<file path="config.mk">
export PLATFORM = sky130hd
export DESIGN_NAME = bus_decoder
export DESIGN_NICKNAME = d
export VERILOG_FILES = /design/src/hdl/atari_bus_pkg.sv /design/src/hdl/bus_decoder.sv
export SDC_FILE = /design/constraint.sdc
export NUM_CORES = 1
export LEC_CHECK = 0
export ABC_AREA = 1
export BUFFER_PORTS_ARGS = -buffer_cell sky130_fd_sc_hd__buf_2
export CAP_MARGIN = 20
export CORE_UTILIZATION = 28
export CTS_CLUSTER_DIAMETER = 120
export DETAILED_ROUTE_END_ITERATION = 10
export PLACE_DENSITY_LB_ADDON = 0.05
export SYNTH_ARGS = -nofsm -noshare
export SYNTH_HDL_FRONTEND = slang
export SYNTH_SLANG_ARGS = --single-unit
export TNS_END_PERCENT = 10
</file>
<file path="constraint.sdc">
create_clock -name clk_sys -period 0.8 [get_ports clk_sys]
set_input_delay 0.08 -clock clk_sys [delete_from_list [all_inputs] [get_ports clk_sys]]
set_output_delay 0.08 -clock clk_sys [all_outputs]
set_load 0.005 [all_outputs]
</file>
<file path="src/hdl/atari_bus_pkg.sv">
`default_nettype none

package atari_bus_pkg;

  // ====================================================================
  // Cycle timing
  // ====================================================================
  localparam int CYC_W = 4;                              // 16 clocks per CPU cycle

  localparam logic [CYC_W-1:0] CPU_EN_CNT     = 4'd0;    // CPU step
  localparam logic [CYC_W-1:0] TIA_EN_FIRST   = 4'd5;
  localparam logic [CYC_W-1:0] TIA_EN_LAST    = 4'd7;
  localparam logic [CYC_W-1:0] BUS_SAMPLE_CNT = 4'd15;   // Address settled, hotspot check

  // ====================================================================
  // 6502 bus and memory sizes
  // ====================================================================
  localparam int ADDR_W = 16;
  localparam int DATA_W = 8;
  localparam int ROM_AW = 15;   // 32 KiB cartridge ROM
  localparam int RAM_AW = 7;    // 128 bytes, RIOT and cart RAM alike
  localparam int BANK_W = 3;    // Up to 8 banks of 4K

  // Hotspots live in the 13-bit cartridge window
  localparam int HOT_AW = 13;

  localparam logic [HOT_AW-1:0] F8_HOT_LO = 13'h1FF8;
  localparam logic [HOT_AW-1:0] F6_HOT_LO = 13'h1FF6;
  localparam logic [HOT_AW-1:0] F4_HOT_LO = 13'h1FF4;

  localparam logic [BANK_W:0] F8_HOT_N = 4'd2;   // Hotspot counts per scheme
  localparam logic [BANK_W:0] F6_HOT_N = 4'd4;
  localparam logic [BANK_W:0] F4_HOT_N = 4'd8;

  typedef struct packed {
    logic [ADDR_W-1:0] addr;
    logic              rnw;    // High on read
    logic [DATA_W-1:0] dout;   // CPU write data
  } cpu_bus_t;

  typedef struct packed {
    logic tia;
    logic pia;
    logic ram;
    logic cart_ram;
    logic rom;
  } chip_sel_t;

endpackage

`default_nettype wire

</file>
<file path="src/hdl/bus_decoder.sv">
`default_nettype none

module bus_decoder
  import atari_bus_pkg::*;
(
  input  wire               clk_sys,
  input  wire [ADDR_W-1:0]  cpu_addr_i,
  input  wire               cart_ram_en_i,
  input  wire [DATA_W-1:0]  tia_dat_i,
  input  wire [DATA_W-1:0]  pia_dat_i,
  input  wire [DATA_W-1:0]  ram_dat_i,
  input  wire [DATA_W-1:0]  cart_ram_dat_i,
  input  wire [DATA_W-1:0]  rom_dat_i,
  output chip_sel_t         sel_o,
  output logic [DATA_W-1:0] cpu_din_o
);

  // ====================================================================
  // Chip selects, partial decode as on the console
  // ====================================================================
  always_comb begin
    sel_o          = '0;
    sel_o.tia      = !cpu_addr_i[12] && !cpu_addr_i[7];
    sel_o.ram      = !cpu_addr_i[12] && !cpu_addr_i[9] && cpu_addr_i[7];
    sel_o.pia      = !cpu_addr_i[12] &&  cpu_addr_i[9] && cpu_addr_i[7];
    sel_o.cart_ram = cart_ram_en_i && cpu_addr_i[12] &&
                     (cpu_addr_i[11:8] == 4'h0);   // First page of cart space
    sel_o.rom      = cpu_addr_i[12];
  end

  // ====================================================================
  // Read data mux
  // ====================================================================
  // Cart RAM wins over ROM inside its page
  always_ff @(posedge clk_sys) begin
    if (sel_o.tia)
      cpu_din_o <= tia_dat_i;
    else if (sel_o.pia)
      cpu_din_o <= pia_dat_i;
    else if (sel_o.ram)
      cpu_din_o <= ram_dat_i;
    else if (sel_o.cart_ram)
      cpu_din_o <= cart_ram_dat_i;
    else if (sel_o.rom)
      cpu_din_o <= rom_dat_i;
    else
      cpu_din_o <= '0;
  end

endmodule

`default_nettype wire

</file>
[Word-level counts from Yosys, hierarchy flattened]
Cells that the tools add are included.
Storage, ports and cells
  bits in registers: 8
  word-level logic and storage cells: 17
Cells by class
  muxes and demuxes: 5
  reductions and logical operators: 11
Operator list (number)
  8-bit 2-to-1 mux: 5
  1-bit logical AND: 7
  4-bit zero test: 1
  1-bit zero test: 3

[Depth between registers and ports, before layout]
  word-level depth: 6
  depth in mapped cells: 6

[Worst setup path after synthesis]
OpenSTA, ideal clock, no wires.
  path type: input port to flip-flop
  start: input cpu_addr_i[12]
  end: register cpu_din_o[0]
  library setup time: 0.064 ns
  data arrival time: 0.604 ns
  data required time: 0.736 ns
  path slack: 0.132 ns
  stages on the path: 4
  cell sequence: buf_6 -> nor2_2 -> nand2_1 -> nand4_1
RTL lines
  start, declared: RTL line bus_decoder.sv:7  | input wire [ADDR_W-1:0] cpu_addr_i,
  end signal, assigned: RTL line bus_decoder.sv:37  | cpu_din_o <= tia_dat_i;
  end signal, assigned: RTL line bus_decoder.sv:39  | cpu_din_o <= pia_dat_i;
  end signal, assigned: RTL line bus_decoder.sv:41  | cpu_din_o <= ram_dat_i;
  end, declared: RTL line bus_decoder.sv:15  | output logic [DATA_W-1:0] cpu_din_o

==> flow_summary.toml <==
[status]
status = "finished clean"

[setup_path]
critPathTopFamily = "buffers and inverters"
crit_type = "in2out"
crit_chain = "buf_2 -> buf_6 -> nor2_4 -> buf_2"
cpPeakStageDelay_ns = 0.20
cp.required_ns = 0.72
cpMostUsedCell = "buf_2"
cp_max_fo = 9
endpoint_kind = "output pin"
critPathSlowestCell = "nor2_4"
cp.arrival_ns = 0.71
path_buf_inv = 3
start_kind = "input pin"

[timing]
maxSlewHeadroom_pct = 85.7
setup_viol = 0
tns_ns = 0
period_needed_ns = 0.788
maxSlewViolCount = 0
rsz0062_at_grt = "true"
fmax_mhz = 1270
whs_ns = 0.0447
fin_crit_sh_pct = 98.4
hold_viol = 0
finalWorstSetupSlack_ns = 0.0125
tightest_slew_ns = 0.213

[synth]
synth.cell_area_um2 = 582
yosysTopAreaCell = "nand2_1"
seq_area_frac_synth_pct = 27.5
synth_cells = 92
yosysWarnings = 0
synth_area_leaders = "nand2_1 32%, dfxtp_1 28%, nand4_1 17%"
avgSynthCellArea_um2 = 6.32
ys_seq_elements = 8
ys_types = 12
synth_top_area_share_pct = 32.3
syn-num-nets = 150

[route]
drt-pass1-iter-count = 4
drtAntennaViolNets = 0
vias = 837
drt_iter0_markers = 6
routedWlPerCell_um = 9.16
drc = 0
wirelength_um = 1730
via_per_inst = 4.43

[place]
placedCellCount = 182
gp_congestion = 0.733
dp_slack_ns = -0.106
io_buffers = 60
place.detailed.hpwl_um = 1430
placed_cell_area_um2 = 947

[floorplanning]
initial_core_util_pct = 29.7
die-area_um2 = 2260
row_count = 16
ios = 71
die_y_um = 47.6
die_x_um = 47.6
core_um2 = 1960

[final_layout]
largest_register_ffs = 8
n_antenna_cell = 0
nNetsFinal = 222
syn_to_final_growth_pct = 74.8
finalNonFillerCells = 189
top_register = "cpu_din_o"
fin_area_um2 = 1020
fillCellCount = 223
final_layout_size_suffix_gt1_share_pct = 50.6
reg.largest.list = "cpu_din_o (8)"

[grt]
grt_pass1_wl_um = 2500
overflow = 0
antenna_found_initial = 0
first_global_vias = 637
grt_usage_pct = 15.9
grt_max_degree = 10

[clock_network]
clock-sinks = 8
clkTransAtPathRegs_ns = 0.05
ctsHoldBuffers = 0
clk_path_buf_depth = 2
root_buffer = "clkbuf_4"
cts_tree = "built"
numCtsBuffers = 3
ctsHtreeMaxLevel = 1

[power]
ir_drop_mv = 0.787
p_per_area_nw_per_um2 = 1100
leakage_nw = 0.588

[flow_run]
drv_cap = 0

[worst_hold_path]
hold_class = "in2reg"
[layout make-up]
class	count	area (um^2)	share of cell area, %
repair buffers	69	392	38.5
multi-input cells	72	369	36.3
flip-flops and latches	8	160	15.7
inverters	10	40.0	3.94
well taps	27	33.8	3.32
clock buffers	3	22.5	2.21
[final timing paths]
| kind | start | to | slack (ns) | depth (start not counted) |
|---|---|---|---|---|
| max | cpu_addr_i[12] | sel_o[3] | 0.01 | 4 |
| min | pia_dat_i[5] | cpu_din_o[5] | 0.04 | 3 |
[power by group]
part / internal (mW) / switching, mW / total, mW
Clock: 0.171 / 0.129 / 0.300
Sequential: 0.441 / 0.00727 / 0.448
Combinational: 0.203 / 0.170 / 0.373
Total: 0.816 / 0.306 / 1.12
[cell usage after synthesis]
cell,n
clkinv_2,1
nand3_4,1
nand4_1,16
inv_1,8
nor2_2,1
nor3b_4,1
inv_2,1
nor2_4,3
buf_6,1
dfxtp_1,8
nand2_1,50
buf_4,1
[cells by family (layout without fill, tap and decap cells)]
family,count (synthesis),after routing,synth area share [%]
simple gates,72,72,62.6
buf+inv,12,82,9.89
flops,8,8,27.5
[per-stage QoR]
step	util (%)	power, mW
2_1_floorplan	-	0.598
3_3_place_gp	48.3	0.808
3_5_place_dp	48.3	0.808
4_1_cts	50.4	1.13
5_1_grt	51.8	1.23
6_report	51.8	1.12
[routing by layer]
layer,part of all wire [%],GRT usage [%]
met5,0,0
met4,0,1.67
met1,41,19.6
met3,9.2,7.17
met2,50,26.6
[layout by cell type, fill, tap and decap left out, types with 2 or more instances in the layout]
cell and n:
buf_6 3, nor2_4 3, dfxtp_1 8, buf_4 5, nand4_1 16, clkbuf_4 3
inv_1 8, nand2_1 48, nand2_2 2, buf_2 60
[repair_timing]
| action | CTS | global route |
|---|---|---|
| buffers inserted | 2 | 2 |
| gates resized for setup | 1 | 5 |
| pin swaps | 3 | 1 |
| endpoints found under the setup margin | 3 | 4 |
(Power assumes the default switching activity.)
