<file path="src/hdl/atari_bus_pkg.sv">
`default_nettype none

package atari_bus_pkg;

  // ====================================================================
  // Cycle timing
  // ====================================================================
  localparam int CYC_W = 4;                              // 16 clocks per CPU cycle

  localparam logic [CYC_W-1:0] CPU_EN_CNT     = 4'd0;    // CPU step
  localparam logic [CYC_W-1:0] TIA_EN_FIRST   = 4'd5;
  localparam logic [CYC_W-1:0] TIA_EN_LAST    = 4'd7;
  localparam logic [CYC_W-1:0] BUS_SAMPLE_CNT = 4'd15;   // Address settled, hotspot check

  // ====================================================================
  // 6502 bus and memory sizes
  // ====================================================================
  localparam int ADDR_W = 16;
  localparam int DATA_W = 8;
  localparam int ROM_AW = 15;   // 32 KiB cartridge ROM
  localparam int RAM_AW = 7;    // 128 bytes, RIOT and cart RAM alike
  localparam int BANK_W = 3;    // Up to 8 banks of 4K

  // Hotspots live in the 13-bit cartridge window
  localparam int HOT_AW = 13;

  localparam logic [HOT_AW-1:0] F8_HOT_LO = 13'h1FF8;
  localparam logic [HOT_AW-1:0] F6_HOT_LO = 13'h1FF6;
  localparam logic [HOT_AW-1:0] F4_HOT_LO = 13'h1FF4;

  localparam logic [BANK_W:0] F8_HOT_N = 4'd2;   // Hotspot counts per scheme
  localparam logic [BANK_W:0] F6_HOT_N = 4'd4;
  localparam logic [BANK_W:0] F4_HOT_N = 4'd8;

  typedef struct packed {
    logic [ADDR_W-1:0] addr;
    logic              rnw;    // High on read
    logic [DATA_W-1:0] dout;   // CPU write data
  } cpu_bus_t;

  typedef struct packed {
    logic tia;
    logic pia;
    logic ram;
    logic cart_ram;
    logic rom;
  } chip_sel_t;

endpackage

`default_nettype wire

</file>
<file path="src/hdl/atari_load_pkg.sv">
`default_nettype none

package atari_load_pkg;

  import atari_bus_pkg::*;

  // ====================================================================
  // Host loader
  // ====================================================================
  localparam int HOST_AW = 32;

  localparam logic [7:0] SPACE_ROM  = 8'h00;   // Top address byte selects target
  localparam logic [7:0] SPACE_CTRL = 8'hFF;

  typedef struct packed {
    logic               wr;     // One-clock strobe per byte
    logic [HOST_AW-1:0] addr;
    logic [DATA_W-1:0]  data;
  } host_wr_t;

  // Control register, bit 0 at the bottom
  typedef struct packed {
    logic [4:0] spare;
    logic       cart_ram_en;
    logic       load_hold;    // Stalls CPU while loading
    logic       cpu_reset;
  } ctrl_t;

  typedef struct packed {
    logic              we;
    logic [ROM_AW-1:0] addr;
    logic [DATA_W-1:0] data;
  } rom_wr_t;

  // ROM size word, one bit per 4K boundary crossed
  localparam int SIZE_W = 3;

  localparam logic [SIZE_W-1:0] SIZE_8K  = 3'b001;
  localparam logic [SIZE_W-1:0] SIZE_16K = 3'b011;
  localparam logic [SIZE_W-1:0] SIZE_32K = 3'b111;

  typedef enum logic [1:0] {
    NONE,
    F8,
    F6,
    F4
  } bank_scheme_e;

endpackage

`default_nettype wire

</file>
<file path="src/hdl/load_regs.sv">
`default_nettype none

module load_regs
  import atari_bus_pkg::*;
  import atari_load_pkg::*;
(
  input  wire           clk_sys,
  input  wire           rst_i,
  input  wire host_wr_t host_i,
  output ctrl_t         ctrl_o,
  output bank_scheme_e  scheme_o,
  output rom_wr_t       rom_wr_o
);

  logic              host_ctrl_wr;
  logic              host_rom_wr;
  ctrl_t             ctrl_q;
  logic              rom_we_q;
  logic [ROM_AW-1:0] rom_addr_q;
  logic [DATA_W-1:0] rom_data_q;
  logic [SIZE_W-1:0] rom_size_q;
  logic [SIZE_W-1:0] size_nxt;

  // Split by address space
  assign host_ctrl_wr = host_i.wr && (host_i.addr[HOST_AW-1 -: 8] == SPACE_CTRL);
  assign host_rom_wr  = host_i.wr && (host_i.addr[HOST_AW-1 -: 8] == SPACE_ROM);

  // ====================================================================
  // Control register and ROM write port
  // ====================================================================
  always_ff @(posedge clk_sys) begin
    if (rst_i) begin
      ctrl_q   <= '0;    // Hold and CPU reset released
      rom_we_q <= 1'b0;
    end else begin
      rom_we_q <= host_rom_wr;
      if (host_ctrl_wr)
        ctrl_q <= host_i.data;
    end
  end

  // Address and data just follow the strobe
  always_ff @(posedge clk_sys) begin
    rom_addr_q <= host_i.addr[ROM_AW-1:0];
    rom_data_q <= host_i.data;
  end

  // ====================================================================
  // ROM size tracking
  // ====================================================================
  always_comb begin
    size_nxt = rom_size_q;
    if (host_i.addr[13:0] == '0)
      size_nxt = '0;                 // Fresh image starts at 0
    if (host_i.addr[12])
      size_nxt[0] = 1'b1;            // Past 4K
    if (host_i.addr[13])
      size_nxt[1] = 1'b1;            // Past 8K
    if (host_i.addr[14])
      size_nxt[2] = 1'b1;            // Past 16K
  end

  always_ff @(posedge clk_sys) begin
    if (host_rom_wr)
      rom_size_q <= size_nxt;
  end

  // Size word to scheme
  always_comb begin
    case (rom_size_q)
      SIZE_8K:  scheme_o = F8;
      SIZE_16K: scheme_o = F6;
      SIZE_32K: scheme_o = F4;
      default:  scheme_o = NONE;   // 2K or 4K, no banking
    endcase
  end

  assign ctrl_o   = ctrl_q;
  assign rom_wr_o = '{we: rom_we_q, addr: rom_addr_q, data: rom_data_q};

endmodule

`default_nettype wire

</file>
<file path="config.mk">
export PLATFORM = sky130hd
export DESIGN_NAME = load_regs
export DESIGN_NICKNAME = d
export VERILOG_FILES = /design/src/hdl/atari_bus_pkg.sv /design/src/hdl/atari_load_pkg.sv /design/src/hdl/load_regs.sv
export SDC_FILE = /design/constraint.sdc
export NUM_CORES = 1
export LEC_CHECK = 0
export ABC_AREA = 0
export BUFFER_PORTS_ARGS = -buffer_cell sky130_fd_sc_hd__buf_2
export CAP_MARGIN = 20
export CORE_ASPECT_RATIO = 0.8
export CORE_MARGIN = 2
export CORE_UTILIZATION = 39
export CTS_CLUSTER_DIAMETER = 80
export DETAILED_ROUTE_END_ITERATION = 10
export PLACE_DENSITY = 0.77
export SYNTH_ARGS = -nofsm -noshare
export SYNTH_HDL_FRONTEND = slang
export SYNTH_SLANG_ARGS = --single-unit
</file>
<file path="constraint.sdc">
create_clock -name clk_sys -period 1.1 [get_ports clk_sys]
set_input_delay 0.055 -clock clk_sys [delete_from_list [all_inputs] [get_ports clk_sys]]
set_output_delay 0.055 -clock clk_sys [all_outputs]
set_load 0.01 [all_outputs]
</file>
; After elaboration in Yosys (flattened, before gate mapping)
; Index checks and enable logic that the tools add are counted.
[op_classes]
eq_ne = 4
n_mux = 2
reduce_logical = 10
[op_table]
columns = operator, n
row1 = $logic_not A14 Y1, 1
row2 = $eq A8 B8 Y1 const B, 1
row3 = $logic_not A8 Y1, 1
row4 = $pmux W2 S3, 1
row5 = $reduce_and A2 Y1, 3
row6 = $reduce_bool A2 Y1, 3
row7 = $eq A3 B1 Y1 const B, 1
row8 = $eq A3 B2 Y1 const B, 1
row9 = $eq A3 B3 Y1 const B, 1
row10 = $mux W3, 1
row11 = $logic_and A1 B1 Y1, 2
[totals]
regBits = 35
in_bits = 43
wordCells = 26

; Longest topological paths before layout
[logic_depth]
depth_word = 3
depth_mapped = 3
mapped_depth_nobuf = 3

; Least setup slack after synthesis
; OpenSTA, ideal clock, no wires.
[synth_path]
kind = input to register
startpoint = input port host_i[34] (netlist name)
endpoint = register rom_size_q[0] (enable)
setup_ns = 0.304
arrival_time_ns = 0.624
t_required_ns = 0.796
setup_slack_ns = 0.172
stages = 3
path_buffers = 0
path_cell_list = nor4_1 nand4b_1 a21oi_1
[synth_via]
elab_chain_len = 3
[synth_lines]
columns = item, line
row1 = from (decl), load_regs.sv:9  ; input wire host_wr_t host_i,
row2 = $logic_not A8 Y1, load_regs.sv:26  ; assign host_rom_wr = host_i.wr && (host_i.addr[HOST_AW-1 -: 8] == SPACE_ROM);
row3 = $logic_and A1 B1 Y1, load_regs.sv:26
row4 = $reduce_and A2 Y1 (no source line), -
row5 = to (signal assigned), load_regs.sv:65  ; rom_size_q <= size_nxt;
row6 = to (decl), load_regs.sv:21  ; logic [SIZE_W-1:0] rom_size_q;
; No other way between the ends.
; A chain may end at the register's enable or synchronous reset.

; Worst setup path after layout
[layout_path]
startpoint = register rom_size_q[2]
endpoint = output port scheme_o[0]
[layout_via]
elab_chain_len = 2
elab_cells_between_ends = 4
classes_between = eq/ne (3) / mux (1)
[layout_lines]
columns = item, line
row1 = "$eq A3 B3 Y1, or another cell as far along", load_regs.sv:70  ; case (rom_size_q)
row2 = $pmux W2 S3 (*), load_regs.sv:70
row3 = to (decl), load_regs.sv:11  ; output bank_scheme_e scheme_o,
; Mark *: on every way between the ends. The rest lies on a longest branch, timed or not.

==> metrics.md <==
| Metric | Value |
|---|---|
| Status | `finished with violations` |
| Violated checks | `negative setup slack` |
| R2r setup slk | `500 ps` |
| Area growth from synthesis to layout | `67.8%` |
| Clk_lat worst skew | `330 ps` |
| Maxcap violations | `0` |
| Crit Path Class | `reg2out` |
| Synth area leaders | `dfxtp_1 60%, nand2b_1 9.4%, edfxtp_1 8.4%` |
| Unrepaired setup endpoints after global routing | `yes` |
| PD cells | `1410 mW/mm^2` |
| Most frequent cells in the layout | `67 x buf_2, 32 x dfxtp_1, 23 x dlygate4sd3_1` |
| Syn nets | `126` |
| Clock root buffer | `clkbuf_4` |
| Total power | `0.00252 W` |
| Yosys reg bits | `35` |
| # fillers | `202` |
| Via/cell ratio | `4.41` |
| Dpl hpwl | `1830 microns` |
| Worst setup EP type | `output pin` |
| Remaining global-route overflow | `0` |
| Critical Path RT | `1040 ps` |
| Row cnt | `16` |
| Post-DR wirelength/cell | `12.4 microns` |
| Core area | `0.00252 sq mm` |
| Syn_area_per_cell | `12.9 sq um` |
| Routed Antenna Nets | `0` |
| Startpoint Class | `flop` |
| H-tree Lvls | `2` |
| Antenna violations before repair | `0` |
| Via Count | `965` |
| Final worst path period share | `109%` |
| Clock Sink Count | `35` |
| Vias in the first global route | `1023` |
| TritonCTS clock tree | `done` |
| DIE HEIGHT | `50.8 microns` |
| Internal power | `0.00196 W` |
| Nets | `225` |
| Routed WL | `2720 microns` |
| Pin count of the biggest net entering global routing | `18` |
| Combinational Power Share | `10.3%` |
| Post-Synthesis Cell Area | `0.00107 sq mm` |
| Cells after Synth | `83` |
| P_sw | `0.000563 W` |
| Die Area | `0.00317 sq mm` |
| Inst Count DP | `188` |
| IR drop worst, VDD | `0.959 mV` |
| DR pass1 iterations | `4` |
| Placer Congestion | `0.741` |
| Sequential share of power | `53.2%` |
| Final hold violation count | `0` |
| First-pass GRT wire length | `4510 microns` |
| DR iter-0 viols | `38` |
| Total GRT Usage | `18.9%` |
| Fmax | `835 MHz` |
| Switch share | `22.3%` |
| Initial Util | `42.3%` |
| Leading cell type in the layout, fill and taps excluded | `buf_2` |
| Crit-path max FO | `1` |
| Largest area contributor in the synthesized netlist | `dfxtp_1` |
| CTS max path bufs | `2` |
| Placed cell areas | `0.00148 sq mm` |
| Leakage | `0.842 nW` |
| Drt drc | `0` |
| Sequential-to-total area share from yosys stat | `68.5%` |
| Top-Level Pins | `77` |
| Slew HR | `77.7%` |
| WHS | `39.3 ps` |
| Tmin final | `1200 ps` |
| Setup-violating endpoint count in the final report | `2` |
| Post-route non-filler standard cell count | `219` |
| Worst min path class | `in2reg` |
| Clk pwr share | `36.6%` |
| Layout cells sized above 1 | `44.8%` |
| Worst slew pin tran | `331 ps` |
| Sum of negative setup slack | `-102 ps` |
| I/O Buffers | `67` |
| Final instance area | `0.00179 sq mm` |
| Synth top area share | `60.0%` |
| Num CTS Buffers | `5` |
| Worst Setup Slack, final | `-97.2 ps` |
| Worst clock skew | `0 ps` |
| Syn. warnings | `0` |
| CP arrival | `1140 ps` |
| Antenna cells | `0` |
| Max-slew violations | `0` |
| Die W | `62.5 microns` |
| Synth cell types | `19` |
| CTS clk-pin slew, worst paths | `110 ps` |
## cell type report
type,count,area (sq um),share of cell area (%)
clock inverter,3,43.8,2.45
sequential,35,731,40.8
multi-input combinational,43,314,17.5
timing repair buffer,94,608,34.0
inverter,3,11.3,0.629
clock buffer,5,37.5,2.10
tap,36,45.0,2.52
## flip-flops by register name, indices dropped and copies added (netlist names)
| register | cells |
|---|---|
| rom_we_q | 1 |
| rom_addr_q | 15 |
| rom_data_q | 8 |
| rom_size_q | 3 |
| ctrl_o | 8 |
## stage by stage
stage / utilization (%) / setup WS, ps
finish: 71.0 / -97.2
global route: 71.0 / -174
CTS: 71.0 / -122
detailed placement: 58.6 / -204
global placement: 58.6 / -116
floorplan: - / 172
## metal layers
metal | GRT usage (%) | routed length, microns | share of wire, %
met2 | 34.1 | 1280 | 47
met3 | 8.07 | 264 | 9.7
met5 | 0 | 0 | 0
met1 | 18.9 | 1120 | 41
met4 | 9.63 | 47 | 1.7
## critical path, cell delays in order, from the launching register on
cell and delay (ps):
edfxtp_1 410, xnor2_1 150, and2_1 130, buf_2 120
## kinds of logic (layout without fill, tap and decap cells)
family	Yosys count	after routing	synth area share [%]
flip-flops	35	35	68.5
multiplexers	8	8	7.50
XOR/XNOR	1	1	0.821
AO/OA/AOI/OAI	3	3	1.41
buffers and inverters	5	105	2.11
AND/OR/NAND/NOR	31	31	19.7
## worst paths after layout
path	startpoint	endpoint	depth (start not counted)
worst min register to register	ctrl_o[4]	ctrl_o[4]	2
worst min-delay path	rst_i	rom_we_q	2
worst max register to register	ctrl_o[1]	ctrl_o[1]	2
worst max-delay path	rom_size_q[2]	scheme_o[0]	3
## Yosys cell counts
cell / number
nand3_1: 1
a21oi_1: 3
nand4_1: 1
nor3_4: 1
nor4_1: 4
nand2_4: 1
xnor2_1: 1
dfxtp_1: 32
nand4b_1: 1
nor2_1: 2
and2_1: 2
clkbuf_1: 1
buf_4: 1
nand2b_1: 16
edfxtp_1: 3
nand4_2: 1
mux2i_1: 8
inv_1: 3
nor3_1: 1
## power groups by stage
stage | sequential [W] | combinational [W] | clock [W]
floorplan | 0.00139 | 0.0000322 | 0
global route | 0.00134 | 0.000279 | 0.000982
finish | 0.00134 | 0.000259 | 0.000922
CTS | 0.00134 | 0.000259 | 0.000936
global placement | 0.00137 | 0.000186 | 0
detailed placement | 0.00137 | 0.000195 | 0
## repair_timing
action,4_1_cts,5_1_grt
hold endpoints to repair,33,0
setup buffers,0,0
gates resized for setup,0,0
pin swaps,3,1
hold buffers,23,0
setup endpoints to repair,2,2
No activity file was read; power rests on OpenSTA's default activity.
