[config.mk]
export PLATFORM = sky130hd
export DESIGN_NAME = cycle_timer
export DESIGN_NICKNAME = d
export VERILOG_FILES = /design/src/hdl/atari_bus_pkg.sv /design/src/hdl/cycle_timer.sv
export SDC_FILE = /design/constraint.sdc
export NUM_CORES = 1
export LEC_CHECK = 0
export BUFFER_PORTS_ARGS = -buffer_cell sky130_fd_sc_hd__buf_2
export CORE_AREA = 2 2 39 41
export CTS_CLUSTER_DIAMETER = 30
export DETAILED_ROUTE_END_ITERATION = 6
export DIE_AREA = 0 0 41 43
export MAX_ROUTING_LAYER = met4
export SLEW_MARGIN = 25
export SYNTH_ARGS = -nofsm -noshare
export SYNTH_HDL_FRONTEND = slang
export SYNTH_SLANG_ARGS = --single-unit
[constraint.sdc]
create_clock -name clk_sys -period 1.4 [get_ports clk_sys]
set_input_delay 0.14 -clock clk_sys [delete_from_list [all_inputs] [get_ports clk_sys]]
set_output_delay 0.14 -clock clk_sys [all_outputs]
set_load 0.02 [all_outputs]
[src/hdl/atari_bus_pkg.sv]
`default_nettype none

package atari_bus_pkg;

  // ====================================================================
  // Cycle timing
  // ====================================================================
  localparam int CYC_W = 4;                              // 16 clocks per CPU cycle

  localparam logic [CYC_W-1:0] CPU_EN_CNT     = 4'd0;    // CPU step
  localparam logic [CYC_W-1:0] TIA_EN_FIRST   = 4'd5;
  localparam logic [CYC_W-1:0] TIA_EN_LAST    = 4'd7;
  localparam logic [CYC_W-1:0] BUS_SAMPLE_CNT = 4'd15;   // Address settled, hotspot check

  // ====================================================================
  // 6502 bus and memory sizes
  // ====================================================================
  localparam int ADDR_W = 16;
  localparam int DATA_W = 8;
  localparam int ROM_AW = 15;   // 32 KiB cartridge ROM
  localparam int RAM_AW = 7;    // 128 bytes, RIOT and cart RAM alike
  localparam int BANK_W = 3;    // Up to 8 banks of 4K

  // Hotspots live in the 13-bit cartridge window
  localparam int HOT_AW = 13;

  localparam logic [HOT_AW-1:0] F8_HOT_LO = 13'h1FF8;
  localparam logic [HOT_AW-1:0] F6_HOT_LO = 13'h1FF6;
  localparam logic [HOT_AW-1:0] F4_HOT_LO = 13'h1FF4;

  localparam logic [BANK_W:0] F8_HOT_N = 4'd2;   // Hotspot counts per scheme
  localparam logic [BANK_W:0] F6_HOT_N = 4'd4;
  localparam logic [BANK_W:0] F4_HOT_N = 4'd8;

  typedef struct packed {
    logic [ADDR_W-1:0] addr;
    logic              rnw;    // High on read
    logic [DATA_W-1:0] dout;   // CPU write data
  } cpu_bus_t;

  typedef struct packed {
    logic tia;
    logic pia;
    logic ram;
    logic cart_ram;
    logic rom;
  } chip_sel_t;

endpackage

`default_nettype wire

[src/hdl/cycle_timer.sv]
`default_nettype none

module cycle_timer
  import atari_bus_pkg::*;
(
  input  wire  clk_sys,
  input  wire  rst_i,
  output logic cpu_enable_o,
  output logic tia_enable_o,
  output logic bus_sample_o
);

  logic [CYC_W-1:0] cyc_cnt;
  logic [CYC_W-1:0] cyc_nxt;

  assign cyc_nxt = cyc_cnt + 1'b1;   // Free running, wraps at 16

  // ====================================================================
  // Enables decoded from the next count
  // ====================================================================
  // Registered decode lines each enable up with its own count value
  always_ff @(posedge clk_sys) begin
    if (rst_i) begin
      cyc_cnt      <= '0;
      cpu_enable_o <= 1'b0;
      tia_enable_o <= 1'b0;
      bus_sample_o <= 1'b0;
    end else begin
      cyc_cnt      <= cyc_nxt;
      cpu_enable_o <= (cyc_nxt == CPU_EN_CNT);        // Count 0
      tia_enable_o <= (cyc_nxt >= TIA_EN_FIRST) &&
                      (cyc_nxt <= TIA_EN_LAST);       // Counts 5 to 7
      bus_sample_o <= (cyc_nxt == BUS_SAMPLE_CNT);    // Last count of cycle
    end
  end

endmodule

`default_nettype wire

# == After elaboration in Yosys (flattened, before gate mapping) ==
# Index checks and enable logic that the tools add are counted.
# Widths: inputs -> output; s select.
# word_totals
ff_bits,7
latch_bits,0
mem_bits_rw,0
romBits,0
in_bits,2
elab_cells,10
mem_count,0
# op_classes
n_addsub,1
multipliers,0
n_div,0
magnitude_cmp,2
n_eq_ne,1
shifts,0
n_mux,0
bitwise,0
reduce_logical,2
# op_table
op,count
$add 4x1->4 const B,1
$eq 4x4->1 const B,1
$ge 4x3->1 const B,1
$le 4x3->1 const B,1
$logic_not 4->1,1
$logic_and 1x1->1,1

# == Depth between registers and ports, before layout ==
# Gate-level depths: netlist of run 1.
# depth
depth_word,3
ltp_mapped,4
ltp_nobuf,4

# == Least setup slack after synthesis of run 1 ==
# No wires, ideal clock.
# synth_path
path_type,register to register
start,register cyc_cnt[0]
end,register bus_sample_o
setup_ps,116
arrival_ps,883
path_slack_ps,401
path_stages_with_launch,5
n_path_buf,0
period_less_slack_ps,999
cell_sequence,dfxtp_1 -> ha_1 -> xnor2_1 -> nor2_2 -> and3_1
# synth_between
elab_chain_cells,2
# synth_rtl
element,line_no,rtl
"start, declared",cycle_timer.sv:13,logic [CYC_W-1:0] cyc_cnt;
"start signal, assigned",cycle_timer.sv:29,cyc_cnt <= cyc_nxt;
$add 4x1->4,cycle_timer.sv:16,assign cyc_nxt = cyc_cnt + 1'b1;
$eq 4x4->1,cycle_timer.sv:33,bus_sample_o <= (cyc_nxt == BUS_SAMPLE_CNT);
"end signal, assigned",cycle_timer.sv:33,
"end, declared",cycle_timer.sv:10,output logic bus_sample_o
# Every way passes these cells.
# A chain may end at the register's enable or synchronous reset.

# == Worst setup path after layout of run 1 ==
# Ends and elaborated chain as after synthesis.

==> summary.txt, run 1 <==
Timing
  – FMAX: between 900 and 1000 MHz
  – Relative slew margins: between 80% and 90%
  – Setup repair after global routing missed its margin: no
  – Setup Viol. Count Final: 0
  – Final Cycle Share: between 70% and 80%
  – Final Max Tran Viols: 0
  – Setup tns final: 0 ps
  – Fin Hold WS: approximately 120 ps
  – Crit path time final: 1064 ps
  – Clock skew: between 2 and 3 ps
  – Final hold violations: 0
  – Worst-Margin Slew: approximately 200 ps

Clock tree
  – CTS Buf Count: 3
  – Post-CTS setup buffers: 0
  – Post-CTS sizing: 0
  – Root buf cell: clkbuf_4
  – CTS tree: yes
  – H-tree Lvls: 1
  – CTS Hold Bufs: 0
  – CTS Buffer Depth: 2
  – Worst-Skew Late Latency: 250 ps
  – Clk pin slew, worst setup/hold paths: around 50 ps
  – Num Clock Sinks: 7

Power
  – Internal power: 0.3294 mW
  – Clk pwr share: 42.3%
  – Max VDD drop: between 0.6 and 0.7 mV
  – Pwr Density: 1286 nW/um^2
  – Sw Share: 21.86%
  – Pwr Total: between 0.4 and 0.5 mW
  – Sequential power share: around half
  – Net Sw Power: roughly 0.09 mW
  – Leakage: roughly 0.16 nW
  – Comb power frac: 6.3%

Setup path
  – Worst EP arrival: ~1200 ps
  – CP Launch Type: flop
  – Crit path max-delay family: flip-flops
  – Crit path largest cell delay: about 330 ps
  – CP cell instances: ha_1, xnor2_1, nor2_2, and3_1
  – Crit. End Element: flop
  – Worst EP required: around 1500 ps
  – CP max FO: 4
  – WP buf/inv: 0
  – Register-to-Register Setup Slack: ~340 ps
  – Crit path max-delay cell type: dfxtp_1
  – WS Path Type: reg -> reg

Global route
  – Total congestion overflow: 0
  – Vias in the first global route: 163
  – First-pass GRT wire length: 621 microns
  – Largest net degree at the start of global routing: 6
  – GRT Total Usage: 6.205%
  – Initial antenna violation count: 0

Logic synthesis
  – Count leader, synth: dfxtp_1
  – Mapped cell area: approximately 260 sq um
  – Syn Area/Cell: approximately 11 sq um
  – Synth warnings: 0
  – Synth Register Bits: 7
  – EDFF count, synth: 0
  – Synth unique cells: 13
  – Post-synth ARST share: 0%
  – Seq/Total Area, Yosys: a little over half
  – Commonest cells in the netlist: dfxtp_1, ha_1, inv_1, nor2_1, xnor2_1
  – Synth area leaders: dfxtp_1, ha_1, xnor2_1
  – Yosys top cell area share: 53.59%
  – Syn Nets: 29
  – Synth area leader: dfxtp_1
  – Cell count after synthesis: 24
  – Synth Flop Type: dfxtp_1

Die
  – Die Width: between 40 and 50 microns
  – Core area: 1384 sq um
  – Total I/O pin count: 5
  – Die Footprint: between 1500 and 2000 sq um
  – # rows: 14
  – Die Ht: 43 microns
  – Initial core utilization: about a fifth

Routing
  – Via count: between 150 and 200
  – DRC viols: 0
  – Post-route ant nets: 0
  – WL/cell: between 7 and 8 microns
  – Mean number of vias per cell: 3.771
  – 1st-iter DRT viols: 3
  – Initial DRT Pass Iterations: 2
  – Final WL: approximately 370 microns

Layout
  – Area Growth Syn to Fin: 25.36%
  – Diodes inserted: 0
  – Share of post-route cells with drive strength above 1: between 20% and 30%
  – Number of nets in the layout: 38

Hold path
  – Hold crit path type: in -> reg

Placement
  – DP Wirelength: between 200 and 300 microns
  – Port bufs: 4
  – Gpl congestion: ~0.7

Flow run
  – Max Cap Viol: 0

Outcome
  – Status: complete, no violations
[path summary, 6_finish.rpt]
path	startpoint	endpoint	cells after the start
setup / recovery	cyc_cnt[0]$_SDFF_PP0_	bus_sample_o$_SDFF_PP0_	4
hold / removal	rst_i	cyc_cnt[0]$_SDFF_PP0_	2
setup reg to reg	cyc_cnt[0]$_SDFF_PP0_	bus_sample_o$_SDFF_PP0_	4
hold reg to reg	cyc_cnt[0]$_SDFF_PP0_	cyc_cnt[0]$_SDFF_PP0_	1
[power groups by stage]
stage	clock, mW	combinational [mW]	sequential [mW]
floorplan	0	0.0172	0.221
global placement	0	0.0266	0.220
detailed placement	0	0.0268	0.220
CTS	0.191	0.0272	0.216
global route	0.204	0.0318	0.217
finish	0.179	0.0266	0.216
[sequential cells by signal, summed over array words and instances (netlist names)]
name	flops
cyc_cnt	4
tia_enable_o	1
cpu_enable_o	1
bus_sample_o	1
[metrics by stage]
step	setup slack, ps	cells	cell area [sq um]	utilization (%)
floorplan	401.3	24	261.5	-
global placement	366.3	44	301.5	21.79
detailed placement	347.2	44	301.5	21.79
CTS	335.1	48	327.8	23.69
global route	262.1	48	327.8	23.69
finish	335.9	48	327.8	23.69
[cells in the final DEF (no fill, tap or decap)]
cell / instances
ha_1: 3
nor2b_1: 1
nand2_1: 1
clkbuf_1: 1
and3_1: 1
buf_2: 4
clkbuf_4: 3
o211a_1: 1
xor2_1: 1
xnor2_1: 2
dfxtp_1: 7
nor2_2: 1
nand3_1: 1
nor2_1: 2
nor3_1: 1
inv_1: 2
[cell type report]
cell class                 instances  area (sq um)
fill                             149          1056
sequential                         7         140.1
multi-input combinational         15         113.9
clock buffer                       4         26.28
timing repair buffer               4         20.02
tap                               16         20.02
inverter                           2         7.507
[routing by layer]
metal | vias up | share of wire (%) | global-route usage (%)
met5 | - | 0 | -
met4 | 0 | 0 | 2.000
met3 | 0 | 12 | 7.853
met2 | 6 | 38 | 6.563
met1 | 82 | 50 | 6.863
li1 | 93 | - | -
[cells by family after synthesis]
kind of cell / count (synthesis) / synth area share (%)
compound gates: 1 / 3.828
xor+xnor: 3 / 10.05
fa+ha+maj: 3 / 14.36
buf+inv: 2 / 2.872
flops: 7 / 53.59
simple gates: 8 / 15.31
[worst register-to-register path, delay by kind of cell, from the launching register on]
family | cells | cell delay [ps]
xor gates and xnor gates | 1 | 170
adders and majority gates | 1 | 230
and+or+nand+nor | 2 | 230
DFF | 1 | 330
Note: power is estimated with default switching activity, not from simulation.
==> inputs of run 2 (changes only) <==
==> constraint.sdc (replaced) <==
create_clock -name clk_sys -period 1 [get_ports clk_sys]
set_input_delay 0.1 -clock clk_sys [delete_from_list [all_inputs] [get_ports clk_sys]]
set_output_delay 0.1 -clock clk_sys [all_outputs]
set_load 0.02 [all_outputs]
==> run 2 against run 1 <==
Die area unchanged. Core utilization increased by 1.7 points. Clock skew about the same. Global-route usage increased by 0.41 points. Clock-buffer cell count unchanged.
==> summary.txt, run 2 (synthesized netlist as in run 1, its figures left out) <==
Routing
  – Post-Route M1 WL: 154 microns (-17%)
  – DR top layer: met3
  – Post-route ant nets: 0 (unchanged)
  – Met3 WL post-DR: 46 microns (+7.0%)
  – Initial DRT Pass Iterations: 2 (unchanged)
  – Via count: 181 (unchanged)
  – DRC viols: 0 (unchanged)
  – Mean number of vias per cell: 3.771 (unchanged)
  – WL/cell: 8.042 microns (+4.6%)
  – Final WL: 386 microns (+4.6%)
  – Met2 wire len: 185 microns (+31%)
  – 1st-iter DRT viols: 2 (-1)

Power
  – Pwr Density: 1712 nW/um^2 (+33%)
  – Internal power: 0.4682 mW (+42%)
  – Sw Share: 22.22% (+0.36 points)
  – Net Sw Power: 0.1337 mW (+45%)
  – Leakage: 0.1575 nW (+0.95%)
  – Max VDD drop: 0.7289 mV (+20%)
  – Clk pwr share: 41.3% (-1.0 points)
  – Comb power frac: 7.3% (+1.0 points)
  – Sequential power share: 51.5% (+0.2 points)

Timing
  – Setup repair after global routing missed its margin: yes
  – Final WS setup: 28.67 ps (-307.3 ps)
  – Setup tns final: 0 ps (unchanged)
  – Crit path time final: 971.3 ps (-92.73 ps)
  – Clock skew: 2.972 ps (+0.07572 ps)
  – Worst-Margin Slew: 184.1 ps (-20.21 ps)
  – Setup Viol. Count Final: 0 (unchanged)
  – Relative slew margins: 87.69% (+1.4 points)
  – Final Max Tran Viols: 0 (unchanged)
  – Final hold violations: 0 (unchanged)
  – FMAX: 1030 MHz (+9.5%)
  – Final Cycle Share: 97.13% (+21 points)

Die
  – Core area: 1384 sq um (unchanged)
  – # rows: 14 (unchanged)
  – Initial core utilization: 18.90% (unchanged)
  – Die Ht: 43 microns (unchanged)
  – Total I/O pin count: 5 (unchanged)
  – Die Footprint: 1763 sq um (unchanged)
  – Die Width: 41 microns (unchanged)

Layout
  – Top reg by flops: cyc_cnt
  – Diodes inserted: 0 (unchanged)
  – Most frequent cells in the layout: dfxtp_1, buf_2, clkbuf_4, dfxtp_2
  – Max reg flops: 4 (unchanged)
  – Final Cell Area: 351.6 sq um (+7.3%)
  – Share of post-route cells with drive strength above 1: 40.63% (+16 points)
  – Area Growth Syn to Fin: 34.45%
  – Finished Core Util: 25.41% (+1.7 points)
  – Fillcell total: 157 (+5.4%)
  – Number of nets in the layout: 38 (unchanged)

Global route
  – Initial antenna violation count: 0 (unchanged)
  – GRT Total Usage: 6.618% (+0.41 points)
  – Largest net degree at the start of global routing: 6 (unchanged)
  – First-pass GRT wire length: 696 microns (+12%)
  – Vias in the first global route: 158 (-3.1%)
  – Total congestion overflow: 0 (unchanged)

Setup path
  – Worst r2r path cells: 3 (-1)
  – Worst EP arrival: 1110 ps (-90 ps)
  – Worst EP required: 1140 ps (-400 ps)
  – Crit. Startpoint: cyc_cnt[2]$_SDFF_PP0_
  – CP Launch Type: flop
  – Crit. End Element: flop
  – Reg-to-reg startpoint: cyc_cnt[2]$_SDFF_PP0_
  – CP max FO: 4 (unchanged)
  – Reg-to-reg critical path endpoint: bus_sample_o$_SDFF_PP0_
  – Register-to-Register Setup Slack: 30 ps (-310 ps)
  – WS Path Type: reg -> reg

Clock tree
  – CTS Buffer Depth: 2 (unchanged)
  – CTS Buf Count: 3 (unchanged)
  – H-tree Lvls: 1 (unchanged)
  – Clk pin slew, worst setup/hold paths: 50 ps (about the same)
  – Worst-Skew Late Latency: 250 ps (about the same)
  – CTS tree: yes
  – Root buf cell: clkbuf_4
  – Post-CTS setup buffers: 0 (unchanged)
  – Num Clock Sinks: 7 (unchanged)

Outcome
  – Status: complete, no violations

Hold path
  – WHS Path Cells: 2 (unchanged)
  – Worst Hold End: cyc_cnt[0]$_SDFF_PP0_
  – Hold path start: rst_i
  – Hold crit path type: in -> reg

Placement
  – Placement-stage cell area: 301.5 sq um (unchanged)
  – Gpl congestion: 0.6870 (-4.5%)
  – Port bufs: 4 (unchanged)
  – DP Worst Slack: -44.56 ps (-391.7 ps)

Flow run
  – Max Cap Viol: 0 (unchanged)
-- run 2: cell counts in the layout (fill, tap and decap cells not counted) --
Identical to the previous run, type by type.
-- run 2: critical path, stage by stage, from the launching register on --
cell	delay (ps)
dfxtp_2	380
nand3_1	140
xnor2_1	160
and3_1	180
-- run 2: what timing repair did --
| action | in CTS | in global routing |
|---|---|---|
| endpoints found under the hold margin | 0 | 0 |
| pin swaps | 1 | 1 |
| setup endpoints to repair | 2 | 3 |
| hold buffers | 0 | 0 |
| gates resized for setup | 6 | 0 |
-- run 2: how the worst max path moves through the flow --
stage / end / slack (ps)
after CTS: bus_sample_o$_SDFF_PP0_ / 10
after global placement: bus_sample_o$_SDFF_PP0_ / -40
after global routing: bus_sample_o$_SDFF_PP0_ / -40
final: bus_sample_o$_SDFF_PP0_ / 30
after floorplan: bus_sample_o$_SDFF_PP0_ / 1
after detailed placement: bus_sample_o$_SDFF_PP0_ / -40
-- run 2: power groups by stage --
| stage | registers (mW) | logic (mW) | clock network (mW) |
|---|---|---|---|
| final | 0.310 | 0.0437 | 0.248 |
| after global routing | 0.312 | 0.0519 | 0.290 |
| after CTS | 0.309 | 0.0438 | 0.263 |
| after detailed placement | 0.308 | 0.0370 | 0 |
| after global placement | 0.308 | 0.0368 | 0 |
| after floorplan | 0.309 | 0.0240 | 0 |
-- run 2: layer usage --
layer | global-route usage, % | vias up
li1 | - | 93
met1 | 7.843 | 80
met2 | 7.813 | 8
met3 | 7.853 | 0
met4 | 0 | 0
met5 | - | -
-- run 2: through the flow --
stage          std cells  total power [mW]  hold WS (ps)
4_1_cts               48            0.6164         73.49
2_1_floorplan         24            0.3329         166.7
3_5_place_dp          44            0.3454         345.4
6_report              48            0.6020         82.97
3_3_place_gp          44            0.3452         337.5
5_1_grt               48            0.6531         87.77
-- run 2: layout make-up --
type	instances	area (sq um)	share of cell area (%)
multi-input combinational	15	133.9	38.08
sequential	7	143.9	40.93
inverter	2	7.507	2.135
timing repair buffer	4	20.02	5.694
clock buffer	4	26.28	7.473
tap	16	20.02	5.694
